--- config.mk ---
export PLATFORM = sky130hd
export DESIGN_NAME = fec_loopback_top
export DESIGN_NICKNAME = d
export VERILOG_FILES = /design/src/common/fec_pkg.sv /design/src/fec_codec/fec_encode.sv /design/src/fec_codec/fec_err_inject.sv /design/src/fec_codec/fec_decode.sv /design/src/rtl/fec_wb_frontend.sv /design/src/rtl/fec_result_store.sv /design/src/rtl/fec_loopback_top.sv
export SDC_FILE = /design/constraint.sdc
export NUM_CORES = 1
export LEC_CHECK = 0
export ABC_AREA = 1
export BUFFER_PORTS_ARGS = -buffer_cell sky130_fd_sc_hd__buf_4
export CAP_MARGIN = 20
export CORE_MARGIN = 2
export CORE_UTILIZATION = 55
export DETAILED_ROUTE_END_ITERATION = 12
export PLACE_DENSITY_LB_ADDON = 0.2
export REMOVE_ABC_BUFFERS = 1
export SETUP_SLACK_MARGIN = 0.3
export SYNTH_ARGS = -nofsm -noshare
export SYNTH_HDL_FRONTEND = slang
export SYNTH_HIERARCHICAL = 1
export SYNTH_SLANG_ARGS = --single-unit
--- constraint.sdc ---
create_clock -name clk -period 8.42 [get_ports clk]
set_input_delay 1.684 -clock clk [delete_from_list [all_inputs] [get_ports clk]]
set_output_delay 1.684 -clock clk [all_outputs]
set_load 0.05 [all_outputs]
--- src/common/fec_pkg.sv ---
`default_nettype none

package fec_pkg;

    // ========================================
    // Code constants
    // ========================================
    localparam int SYM_SIZE = 8;
    localparam int RS_K     = 8;
    localparam int RS_2T    = 2;
    localparam int NUM_H    = RS_K + RS_2T;

    // Primitive polynomial x^8 + x^4 + x^3 + x^2 + 1
    localparam logic [8:0] GF_POLY = 9'h11D;

    typedef logic [SYM_SIZE-1:0]       sym_t;
    typedef logic [3:0]                loc_t;
    typedef logic [RS_K*SYM_SIZE-1:0]  data_blk_t;
    typedef logic [NUM_H*SYM_SIZE-1:0] cw_t;
    typedef logic [4:0]                wb_adr_t;
    typedef logic [31:0]               wb_dat_t;

    // ========================================
    // Register map (word addresses)
    // ========================================
    localparam wb_adr_t ADR_DATA_IN   = 5'd0;
    localparam wb_adr_t ADR_ERASE_LOC = 5'd8;
    localparam wb_adr_t ADR_ERASE_PAT = 5'd9;
    localparam wb_adr_t ADR_STRAY_LOC = 5'd10;
    localparam wb_adr_t ADR_STRAY_PAT = 5'd11;
    localparam wb_adr_t ADR_LAUNCH    = 5'd12;
    localparam wb_adr_t ADR_STATUS    = 5'd13;
    localparam wb_adr_t ADR_RELEASE   = 5'd14;
    localparam wb_adr_t ADR_DATA_OUT  = 5'd16;

    // Bit 0 is stage one valid, bit 1 is stage two valid
    typedef enum logic [1:0] {
        DEC_IDLE = 2'b00,
        DEC_S1   = 2'b01,
        DEC_S2   = 2'b10,
        DEC_FULL = 2'b11
    } dec_state_e;

    // Shift-and-add multiply with reduction
    function automatic sym_t gf_mul(input sym_t a, input sym_t b);
        sym_t acc;
        sym_t x;
        acc = '0;
        x   = a;
        for (int i = 0; i < SYM_SIZE; i++) begin
            if (b[i])
                acc = acc ^ x;
            x = {x[6:0], 1'b0} ^ (x[7] ? GF_POLY[7:0] : 8'h00);
        end
        return acc;
    endfunction

    // alpha^i with alpha = 2
    function automatic sym_t gf_weight(input int i);
        sym_t w;
        w = 8'h01;
        for (int k = 0; k < NUM_H; k++) begin
            if (k < i)
                w = gf_mul(w, 8'h02);
        end
        return w;
    endfunction

endpackage

`default_nettype wire

--- src/fec_codec/fec_encode.sv ---
`timescale 1ns/1ps
`default_nettype none

module fec_encode (
    input  wire                 clk,
    input  wire                 rst_n,
    // From the front end
    input  fec_pkg::data_blk_t  in_data,
    input  fec_pkg::loc_t       in_erase_loc,
    input  fec_pkg::sym_t       in_erase_pat,
    input  fec_pkg::loc_t       in_stray_loc,
    input  fec_pkg::sym_t       in_stray_pat,
    input  wire                 in_valid,
    output logic                in_ready,
    // Codeword towards the channel model
    output fec_pkg::cw_t        out_cw,
    output fec_pkg::loc_t       out_erase_loc,
    output fec_pkg::sym_t       out_erase_pat,
    output fec_pkg::loc_t       out_stray_loc,
    output fec_pkg::sym_t       out_stray_pat,
    output logic                out_valid,
    input  wire                 out_ready
);
    import fec_pkg::*;

    sym_t par_plain;
    sym_t par_wgt;

    // Plain parity and alpha-weighted parity over the data symbols
    always_comb begin
        sym_t d;
        par_plain = '0;
        par_wgt   = '0;
        for (int i = 0; i < RS_K; i++) begin
            d         = in_data[i*SYM_SIZE +: SYM_SIZE];
            par_plain = par_plain ^ d;
            par_wgt   = par_wgt ^ gf_mul(gf_weight(i), d);
        end
    end

    assign in_ready = !out_valid || out_ready;

    always_ff @(posedge clk or negedge rst_n) begin
        if (!rst_n)
            out_valid <= 1'b0;
        else if (in_ready)
            out_valid <= in_valid;
    end

    always_ff @(posedge clk) begin
        if (in_valid && in_ready) begin
            out_cw        <= {par_wgt, par_plain, in_data};
            out_erase_loc <= in_erase_loc;
            out_erase_pat <= in_erase_pat;
            out_stray_loc <= in_stray_loc;
            out_stray_pat <= in_stray_pat;
        end
    end

endmodule

`default_nettype wire

--- src/fec_codec/fec_err_inject.sv ---
`timescale 1ns/1ps
`default_nettype none

module fec_err_inject (
    input  wire             clk,
    input  wire             rst_n,
    // Clean codeword with corruption settings
    input  fec_pkg::cw_t    in_cw,
    input  fec_pkg::loc_t   in_erase_loc,
    input  fec_pkg::sym_t   in_erase_pat,
    input  fec_pkg::loc_t   in_stray_loc,
    input  fec_pkg::sym_t   in_stray_pat,
    input  wire             in_valid,
    output logic            in_ready,
    // Corrupted codeword, only the erasure is marked
    output fec_pkg::cw_t    out_cw,
    output fec_pkg::loc_t   out_erase_loc,
    output logic            out_valid,
    input  wire             out_ready
);
    import fec_pkg::*;

    cw_t bad_cw;

    // Locations at NUM_H and above match no position and leave the word alone
    always_comb begin
        bad_cw = in_cw;
        for (int i = 0; i < NUM_H; i++) begin
            if (loc_t'(i) == in_erase_loc)
                bad_cw[i*SYM_SIZE +: SYM_SIZE] = bad_cw[i*SYM_SIZE +: SYM_SIZE] ^ in_erase_pat;
            if (loc_t'(i) == in_stray_loc)
                bad_cw[i*SYM_SIZE +: SYM_SIZE] = bad_cw[i*SYM_SIZE +: SYM_SIZE] ^ in_stray_pat;
        end
    end

    assign in_ready = !out_valid || out_ready;

    always_ff @(posedge clk or negedge rst_n) begin
        if (!rst_n)
            out_valid <= 1'b0;
        else if (in_ready)
            out_valid <= in_valid;
    end

    always_ff @(posedge clk) begin
        if (in_valid && in_ready) begin
            out_cw        <= bad_cw;
            out_erase_loc <= in_erase_loc;
        end
    end

endmodule

`default_nettype wire

--- src/fec_codec/fec_decode.sv ---
`timescale 1ns/1ps
`default_nettype none

module fec_decode (
    input  wire                 clk,
    input  wire                 rst_n,
    input  fec_pkg::cw_t        in_cw,
    input  fec_pkg::loc_t       in_erase_loc,
    input  wire                 in_valid,
    output logic                in_ready,
    output fec_pkg::data_blk_t  out_data,
    output logic                out_check_error,
    output logic                out_valid,
    input  wire                 out_ready,
    output logic                busy
);
    import fec_pkg::*;

    dec_state_e state;
    logic       s1_valid;
    logic       s2_ready;
    logic       s1_next;
    logic       s2_next;
    cw_t        rec_cw;
    cw_t        s1_cw;
    loc_t       s1_erase_loc;
    logic       chk_err;

    assign s1_valid  = (state == DEC_S1) || (state == DEC_FULL);
    assign out_valid = (state == DEC_S2) || (state == DEC_FULL);
    assign busy      = (state != DEC_IDLE);

    // Each stage can take a new block when its slot drains this cycle
    assign s2_ready = !out_valid || out_ready;
    assign in_ready = !s1_valid || s2_ready;
    assign s1_next  = in_ready ? in_valid : s1_valid;
    assign s2_next  = s2_ready ? s1_valid : out_valid;

    always_ff @(posedge clk or negedge rst_n) begin
        if (!rst_n)
            state <= DEC_IDLE;
        else
            state <= dec_state_e'({s2_next, s1_next});
    end

    // ========================================
    // Stage one: erasure fill
    // ========================================
    always_comb begin
        sym_t fill;
        fill = '0;
        // Data and plain parity XOR to zero on a clean word
        for (int i = 0; i <= RS_K; i++) begin
            if (loc_t'(i) != in_erase_loc)
                fill = fill ^ in_cw[i*SYM_SIZE +: SYM_SIZE];
        end
        rec_cw = in_cw;
        for (int i = 0; i < RS_K; i++) begin
            if (loc_t'(i) == in_erase_loc)
                rec_cw[i*SYM_SIZE +: SYM_SIZE] = fill;
        end
    end

    always_ff @(posedge clk) begin
        if (in_valid && in_ready) begin
            s1_cw        <= rec_cw;
            s1_erase_loc <= in_erase_loc;
        end
    end

    // ========================================
    // Stage two: parity check
    // ========================================
    always_comb begin
        sym_t d;
        sym_t p_plain;
        sym_t p_wgt;
        p_plain = '0;
        p_wgt   = '0;
        for (int i = 0; i < RS_K; i++) begin
            d       = s1_cw[i*SYM_SIZE +: SYM_SIZE];
            p_plain = p_plain ^ d;
            p_wgt   = p_wgt ^ gf_mul(gf_weight(i), d);
        end
        // An erased parity symbol carries no information
        chk_err = ((p_plain != s1_cw[RS_K*SYM_SIZE +: SYM_SIZE])
                   && (s1_erase_loc != loc_t'(RS_K)))
               || ((p_wgt != s1_cw[(RS_K+1)*SYM_SIZE +: SYM_SIZE])
                   && (s1_erase_loc != loc_t'(RS_K+1)));
    end

    always_ff @(posedge clk) begin
        if (s1_valid && s2_ready) begin
            out_data        <= s1_cw[RS_K*SYM_SIZE-1:0];
            out_check_error <= chk_err;
        end
    end

endmodule

`default_nettype wire

--- src/rtl/fec_wb_frontend.sv ---
`timescale 1ns/1ps
`default_nettype none

module fec_wb_frontend (
    input  wire                 clk,
    input  wire                 rst_n,
    // Wishbone classic slave
    input  wire                 cyc,
    input  wire                 stb,
    input  wire                 we,
    input  fec_pkg::wb_adr_t    adr,
    input  fec_pkg::wb_dat_t    dat_w,
    output fec_pkg::wb_dat_t    dat_r,
    output logic                ack,
    // Launch stream towards the encoder
    output fec_pkg::data_blk_t  out_data,
    output fec_pkg::loc_t       out_erase_loc,
    output fec_pkg::sym_t       out_erase_pat,
    output fec_pkg::loc_t       out_stray_loc,
    output fec_pkg::sym_t       out_stray_pat,
    output logic                out_valid,
    input  wire                 out_ready,
    // Result side
    input  fec_pkg::data_blk_t  res_data,
    input  wire                 res_valid,
    input  wire                 res_check_error,
    input  wire                 chain_busy,
    output logic                res_release
);
    import fec_pkg::*;

    logic      access;
    logic      wr_access;
    logic      is_launch;
    data_blk_t data_q;
    loc_t      erase_loc_q;
    sym_t      erase_pat_q;
    loc_t      stray_loc_q;
    sym_t      stray_pat_q;

    // A bus cycle is pending until it has been acked
    assign access    = cyc && stb && !ack;
    assign wr_access = access && we;
    assign is_launch = (adr == ADR_LAUNCH);

    // Launch presents the held registers; the master keeps stb up while stalled
    assign out_valid     = wr_access && is_launch;
    assign out_data      = data_q;
    assign out_erase_loc = erase_loc_q;
    assign out_erase_pat = erase_pat_q;
    assign out_stray_loc = stray_loc_q;
    assign out_stray_pat = stray_pat_q;

    always_ff @(posedge clk or negedge rst_n) begin
        if (!rst_n) begin
            ack         <= 1'b0;
            res_release <= 1'b0;
        end else begin
            ack         <= access && !(we && is_launch && !out_ready);
            res_release <= wr_access && (adr == ADR_RELEASE);
        end
    end

    // Data symbols hold whatever software last wrote
    always_ff @(posedge clk) begin
        if (wr_access && (adr[4:3] == ADR_DATA_IN[4:3]))
            data_q[adr[2:0]*SYM_SIZE +: SYM_SIZE] <= dat_w[SYM_SIZE-1:0];
    end

    // Corruption registers default to no erasure and no stray error
    always_ff @(posedge clk or negedge rst_n) begin
        if (!rst_n) begin
            erase_loc_q <= '1;
            erase_pat_q <= '0;
            stray_loc_q <= '1;
            stray_pat_q <= '0;
        end else if (wr_access) begin
            case (adr)
                ADR_ERASE_LOC: erase_loc_q <= dat_w[3:0];
                ADR_ERASE_PAT: erase_pat_q <= dat_w[SYM_SIZE-1:0];
                ADR_STRAY_LOC: stray_loc_q <= dat_w[3:0];
                ADR_STRAY_PAT: stray_pat_q <= dat_w[SYM_SIZE-1:0];
                default: ;
            endcase
        end
    end

    // Read mux, sampled by the master while ack is high
    always_comb begin
        dat_r = '0;
        if (adr[4] == ADR_DATA_OUT[4])
            dat_r[SYM_SIZE-1:0] = res_data[adr[2:0]*SYM_SIZE +: SYM_SIZE];
        else if (adr == ADR_STATUS)
            dat_r[2:0] = {chain_busy, res_check_error, res_valid};
    end

endmodule

`default_nettype wire

--- src/rtl/fec_result_store.sv ---
`timescale 1ns/1ps
`default_nettype none

module fec_result_store (
    input  wire                 clk,
    input  wire                 rst_n,
    // Decoded stream
    input  fec_pkg::data_blk_t  in_data,
    input  wire                 in_check_error,
    input  wire                 in_valid,
    output logic                in_ready,
    // Software side
    input  wire                 res_release,
    output fec_pkg::data_blk_t  res_data,
    output logic                res_valid,
    output logic                res_check_error
);
    import fec_pkg::*;

    logic capture;

    // Single slot, the chain stalls behind a held result
    assign in_ready = !res_valid;
    assign capture  = in_valid && in_ready;

    always_ff @(posedge clk or negedge rst_n) begin
        if (!rst_n) begin
            res_valid       <= 1'b0;
            res_check_error <= 1'b0;
        end else if (capture) begin
            res_valid       <= 1'b1;
            res_check_error <= in_check_error;
        end else if (res_release) begin
            res_valid       <= 1'b0;
            res_check_error <= 1'b0;
        end
    end

    // Software reads zeros until the first block lands
    always_ff @(posedge clk or negedge rst_n) begin
        if (!rst_n)
            res_data <= data_blk_t'(0);
        else if (capture)
            res_data <= in_data;
    end

endmodule

`default_nettype wire

--- src/rtl/fec_loopback_top.sv ---
`timescale 1ns/1ps
`default_nettype none

module fec_loopback_top (
    input  wire                 clk,
    input  wire                 rst_n,
    input  wire                 cyc,
    input  wire                 stb,
    input  wire                 we,
    input  fec_pkg::wb_adr_t    adr,
    input  fec_pkg::wb_dat_t    dat_w,
    output fec_pkg::wb_dat_t    dat_r,
    output logic                ack
);
    import fec_pkg::*;

    // ========================================
    // Stream wiring
    // ========================================
    data_blk_t fe_data;
    loc_t      fe_erase_loc;
    sym_t      fe_erase_pat;
    loc_t      fe_stray_loc;
    sym_t      fe_stray_pat;
    logic      fe_valid;
    logic      fe_ready;

    cw_t       enc_cw;
    loc_t      enc_erase_loc;
    sym_t      enc_erase_pat;
    loc_t      enc_stray_loc;
    sym_t      enc_stray_pat;
    logic      enc_valid;
    logic      enc_ready;

    cw_t       inj_cw;
    loc_t      inj_erase_loc;
    logic      inj_valid;
    logic      inj_ready;

    data_blk_t dec_data;
    logic      dec_check_error;
    logic      dec_valid;
    logic      dec_ready;
    logic      dec_busy;

    data_blk_t res_data;
    logic      res_valid;
    logic      res_check_error;
    logic      res_release;
    logic      chain_busy;

    // Anything between launch and the result store
    assign chain_busy = enc_valid || inj_valid || dec_busy;

    fec_wb_frontend fec_wb_frontend_inst (
        .clk             (clk),
        .rst_n           (rst_n),
        .cyc             (cyc),
        .stb             (stb),
        .we              (we),
        .adr             (adr),
        .dat_w           (dat_w),
        .dat_r           (dat_r),
        .ack             (ack),
        .out_data        (fe_data),
        .out_erase_loc   (fe_erase_loc),
        .out_erase_pat   (fe_erase_pat),
        .out_stray_loc   (fe_stray_loc),
        .out_stray_pat   (fe_stray_pat),
        .out_valid       (fe_valid),
        .out_ready       (fe_ready),
        .res_data        (res_data),
        .res_valid       (res_valid),
        .res_check_error (res_check_error),
        .chain_busy      (chain_busy),
        .res_release     (res_release)
    );

    fec_encode fec_encode_inst (
        .clk           (clk),
        .rst_n         (rst_n),
        .in_data       (fe_data),
        .in_erase_loc  (fe_erase_loc),
        .in_erase_pat  (fe_erase_pat),
        .in_stray_loc  (fe_stray_loc),
        .in_stray_pat  (fe_stray_pat),
        .in_valid      (fe_valid),
        .in_ready      (fe_ready),
        .out_cw        (enc_cw),
        .out_erase_loc (enc_erase_loc),
        .out_erase_pat (enc_erase_pat),
        .out_stray_loc (enc_stray_loc),
        .out_stray_pat (enc_stray_pat),
        .out_valid     (enc_valid),
        .out_ready     (enc_ready)
    );

    fec_err_inject fec_err_inject_inst (
        .clk           (clk),
        .rst_n         (rst_n),
        .in_cw         (enc_cw),
        .in_erase_loc  (enc_erase_loc),
        .in_erase_pat  (enc_erase_pat),
        .in_stray_loc  (enc_stray_loc),
        .in_stray_pat  (enc_stray_pat),
        .in_valid      (enc_valid),
        .in_ready      (enc_ready),
        .out_cw        (inj_cw),
        .out_erase_loc (inj_erase_loc),
        .out_valid     (inj_valid),
        .out_ready     (inj_ready)
    );

    fec_decode fec_decode_inst (
        .clk             (clk),
        .rst_n           (rst_n),
        .in_cw           (inj_cw),
        .in_erase_loc    (inj_erase_loc),
        .in_valid        (inj_valid),
        .in_ready        (inj_ready),
        .out_data        (dec_data),
        .out_check_error (dec_check_error),
        .out_valid       (dec_valid),
        .out_ready       (dec_ready),
        .busy            (dec_busy)
    );

    fec_result_store fec_result_store_inst (
        .clk             (clk),
        .rst_n           (rst_n),
        .in_data         (dec_data),
        .in_check_error  (dec_check_error),
        .in_valid        (dec_valid),
        .in_ready        (dec_ready),
        .res_release     (res_release),
        .res_data        (res_data),
        .res_valid       (res_valid),
        .res_check_error (res_check_error)
    );

endmodule

`default_nettype wire

==> impl_metrics.csv <==
group,metric,value,unit
yosys,synth_area,28600,um^2
global_route,grt_usage,31.1,%
floorplanning,boundaryPins,75,
sta,tns,0,ns
detailed_routing,via_per_inst,5.29,
critical_path,critPathMaxStageDelay,0.60,ns
power,leakage,0.0140,uW
floorplanning,die_x,232,um
floorplanning,start_util,55.7,%
global_route,grt_max_degree,83,
critical_path,crit_path_top_delay_cell,"inv_1",
clock_tree,numCtsBuffers,51,
sta,maxSlewViolCount,0,
sta,fin_hold_ws,0.414,ns
floorplanning,die_area,53900,um^2
yosys,ys_seq_elements,497,
floorplanning,coreArea,51400,um^2
critical_path,cp_cell_sequence,"buf_4 > inv_1 > ha_1 > inv_1 > nor3_1 > nand2_1 > nand2_1 > buf_4",
job,max-cap-violations,0,
clock_tree,cts_hold_buf,0,
clock_tree,clock_sinks,497,
power,comb_power_share,5.9,%
global_route,antenna_found_initial,0,
global_route,grt_overflow,0,
clock_tree,worstSkewPairLatency,0.62,ns
yosys,syn_avg_cell_area,8.58,um^2
detailed_routing,antenna_left,0,
detailed_routing,drc,0,
sta,finalCriticalPeriod,5.46,ns
sta,slew_headroom,24.7,%
power,swShare,22.9,%
critical_path,critPathKind,"input port to primary output",
critical_path,arrival,3.77,ns
sta,setup_viol,0,
yosys,ys_seq_area_share,50.5,%
clock_tree,cts_tree,"yes",
floorplanning,rows,83,
placed_design,gp_congestion,0.992,
critical_path,cp-start-kind,"input port",
global_route,grt_pass1_wl,122000,um
sta,clock_skew,0.0412,ns
critical_path,worstPathMaxFanout,24,
detailed_routing,initialDrtViolationCount,1558,
yosys,syn_inst,3338,
sta,finalHoldViolCount,0,
layout,drive_above_1_share,6.39,%
clock_tree,cts_resized,0,
detailed_routing,routed_wl,82600,um
sta,max_clock_freq,0.183,GHz
layout,ff_latch_area,14500,um^2
sta,rsz0062_at_grt,"false",
detailed_routing,vias,21400,
min_path,hold_class,"flip-flop to flip-flop",
yosys,synth_cell_types,39,
clock_tree,cts_setup_buffers,0,
floorplanning,die_h,232,um
layout,area_delta_synth_final,7.92,%
power,p_per_area,175,nW/um^2
layout,fill_cells,4487,
sta,min_period_over_period,64.8,%
placed_design,dpl.hpwl,62900,um
detailed_routing,firstDrtPassIters,5,
layout,fin_nets,3371,
sta,tightestPinTransition,1.12,ns
detailed_routing,wl_per_cell,20.4,um
power,power.switching,1240,uW
placed_design,port_buffers,26,
critical_path,worstPathRequired,6.74,ns
power,seqPwrFrac,51.2,%
power,p_clk_share,42.8,%
clock_tree,cts_buffer_depth,3,
critical_path,critPathLaunch,"adr[1]",
critical_path,cp-end-kind,"primary output",
power,ir_drop,0.000207,V
layout,multi_input_area,12000,um^2
min_path,hold_start,"fec_err_inject_inst/out_cw[79]",
power,internal-power,4180,uW
outcome,status,"finished clean",
yosys,yosysWarningCount,6,
critical_path,reg2reg_depth,8,
global_route,grt_pass1_vias,20000,
layout,antenna_cells,0,
clock_tree,h-tree-depth,2,
min_path,worstHoldPathCells,0,
clock_tree,cts.clk_slew.worst_paths,0.06,ns
clock_tree,cts_root_buffer,"clkbuf_16",
[layer usage]
metal	track usage, %	share of wire [%]	vias to the layer above
met4	19.5	7.1	0
li1	-	-	10500
met1	35.7	38	10000
met2	54.8	50	688
met3	4.04	4.8	227
met5	0	0	-
[cells in the final DEF, fill, tap and decap left out, types with 34 or more instances in the layout]
| master | n |
|---|---|
| nand2_1 | 1207 |
| edfxtp_1 | 401 |
| inv_1 | 380 |
| nand3_1 | 267 |
| xor2_1 | 208 |
| xnor2_1 | 203 |
| nor2_1 | 167 |
| dfrtp_1 | 87 |
| clkbuf_16 | 54 |
| nand3b_1 | 46 |
| o211ai_1 | 41 |
| buf_4 | 40 |
| o21ai_0 | 34 |
[worst max-delay path, delay by kind of cell]
family / cells / cell delay, ns
AND/OR/NAND/NOR: 3 / 0.70
buffers and inverters: 4 / 1.08
adder cells (fa/ha/maj): 1 / 0.30
[sequential cells by signal, indices dropped and copies added, names as in the netlist, 4 cells and up, named ones only]
signal / cells
fec_err_inject_inst/out_erase_loc: 4
fec_encode_inst/out_cw: 80
fec_decode_inst/s1_cw: 80
fec_encode_inst/out_erase_pat: 8
fec_wb_frontend_inst/out_erase_loc: 4
fec_wb_frontend_inst/out_stray_pat: 8
fec_decode_inst/out_data: 64
fec_result_store_inst/res_data: 64
fec_encode_inst/out_stray_pat: 8
fec_encode_inst/out_stray_loc: 4
fec_wb_frontend_inst/out_stray_loc: 4
fec_decode_inst/s1_erase_loc: 4
fec_err_inject_inst/out_cw: 80
fec_wb_frontend_inst/out_data: 64
fec_wb_frontend_inst/out_erase_pat: 8
fec_encode_inst/out_erase_loc: 4
[per-stage QoR]
step / area, um^2 / util (%) / total power [uW] / setup slack [ns] / cells
floorplan: 27900 / - / 3040 / 0.0195 / 3226
global route: 30900 / 60.1 / 5600 / 2.90 / 4046
detailed placement: 29100 / 56.6 / 3140 / 2.64 / 3946
CTS: 30900 / 60.0 / 5450 / 3.04 / 4042
finish: 30900 / 60.1 / 5420 / 2.96 / 4046
global placement: 29100 / 56.6 / 3130 / 2.77 / 3946
[synth_stat cells, drive strengths merged]
library cell  count  area [um^2]
a21o              1         7.51
o21ai            54          270
nand3           271         1380
nand2          1228         4670
a31oi             1         6.26
dfstp             8          210
inv             391         1470
nor3             27          180
conb              1         3.75
a21oi             4         20.0
nand3b           46          345
nor2            190          806
xor2            208         1820
nand4            15          100
xnor2           206         1830
ha                6         75.1
or2              16          103
clkbuf           31          130
buf             104          654
dfrtp            88         2200
o211ai           41          308
edfxtp          401        12000
[power groups by stage]
stage	Sequential, uW	Combinational [uW]	Clock [uW]
5_1_grt	2780	361	2450
6_report	2780	321	2320
2_1_floorplan	2810	222	0
4_1_cts	2780	321	2360
3_5_place_dp	2820	319	0
3_3_place_gp	2820	310	0
[kinds of logic (layout without fill, tap and decap cells)]
family	Yosys count	after routing	share of synthesized area [%]
compound gates	101	101	2.14
buf+inv	526	531	7.87
simple gates	1793	1793	26.5
fa+ha+maj	6	6	0.262
xor+xnor	414	414	12.7
flops	497	497	50.5
other cells	1	24	0.0131
[area by class of cell]
type	count	share of cell area [%]
Clock buffer	71	4.81
Clock inverter	25	0.859
Inverter	391	4.75
Multi-Input combinational cell	2338	39.0
Sequential cell	497	46.8
Tap cell	680	2.75
Timing Repair Buffer	44	1.06
[path summary, 6_finish.rpt]
| kind | end | slack [ns] |
|---|---|---|
| max | dat_r[0] | 2.96 |
| min | fec_decode_inst/s1_cw[79] | 0.41 |
| max reg2reg | fec_encode_inst/out_cw[78] | 5.41 |
| min reg2reg | fec_decode_inst/s1_cw[79] | 0.41 |
| max in group asynchronous | async pin | 6.17 |
| min in group asynchronous | fec_result_store_inst/res_data[36] | 1.06 |
Power figures use the tool's default switching activity.
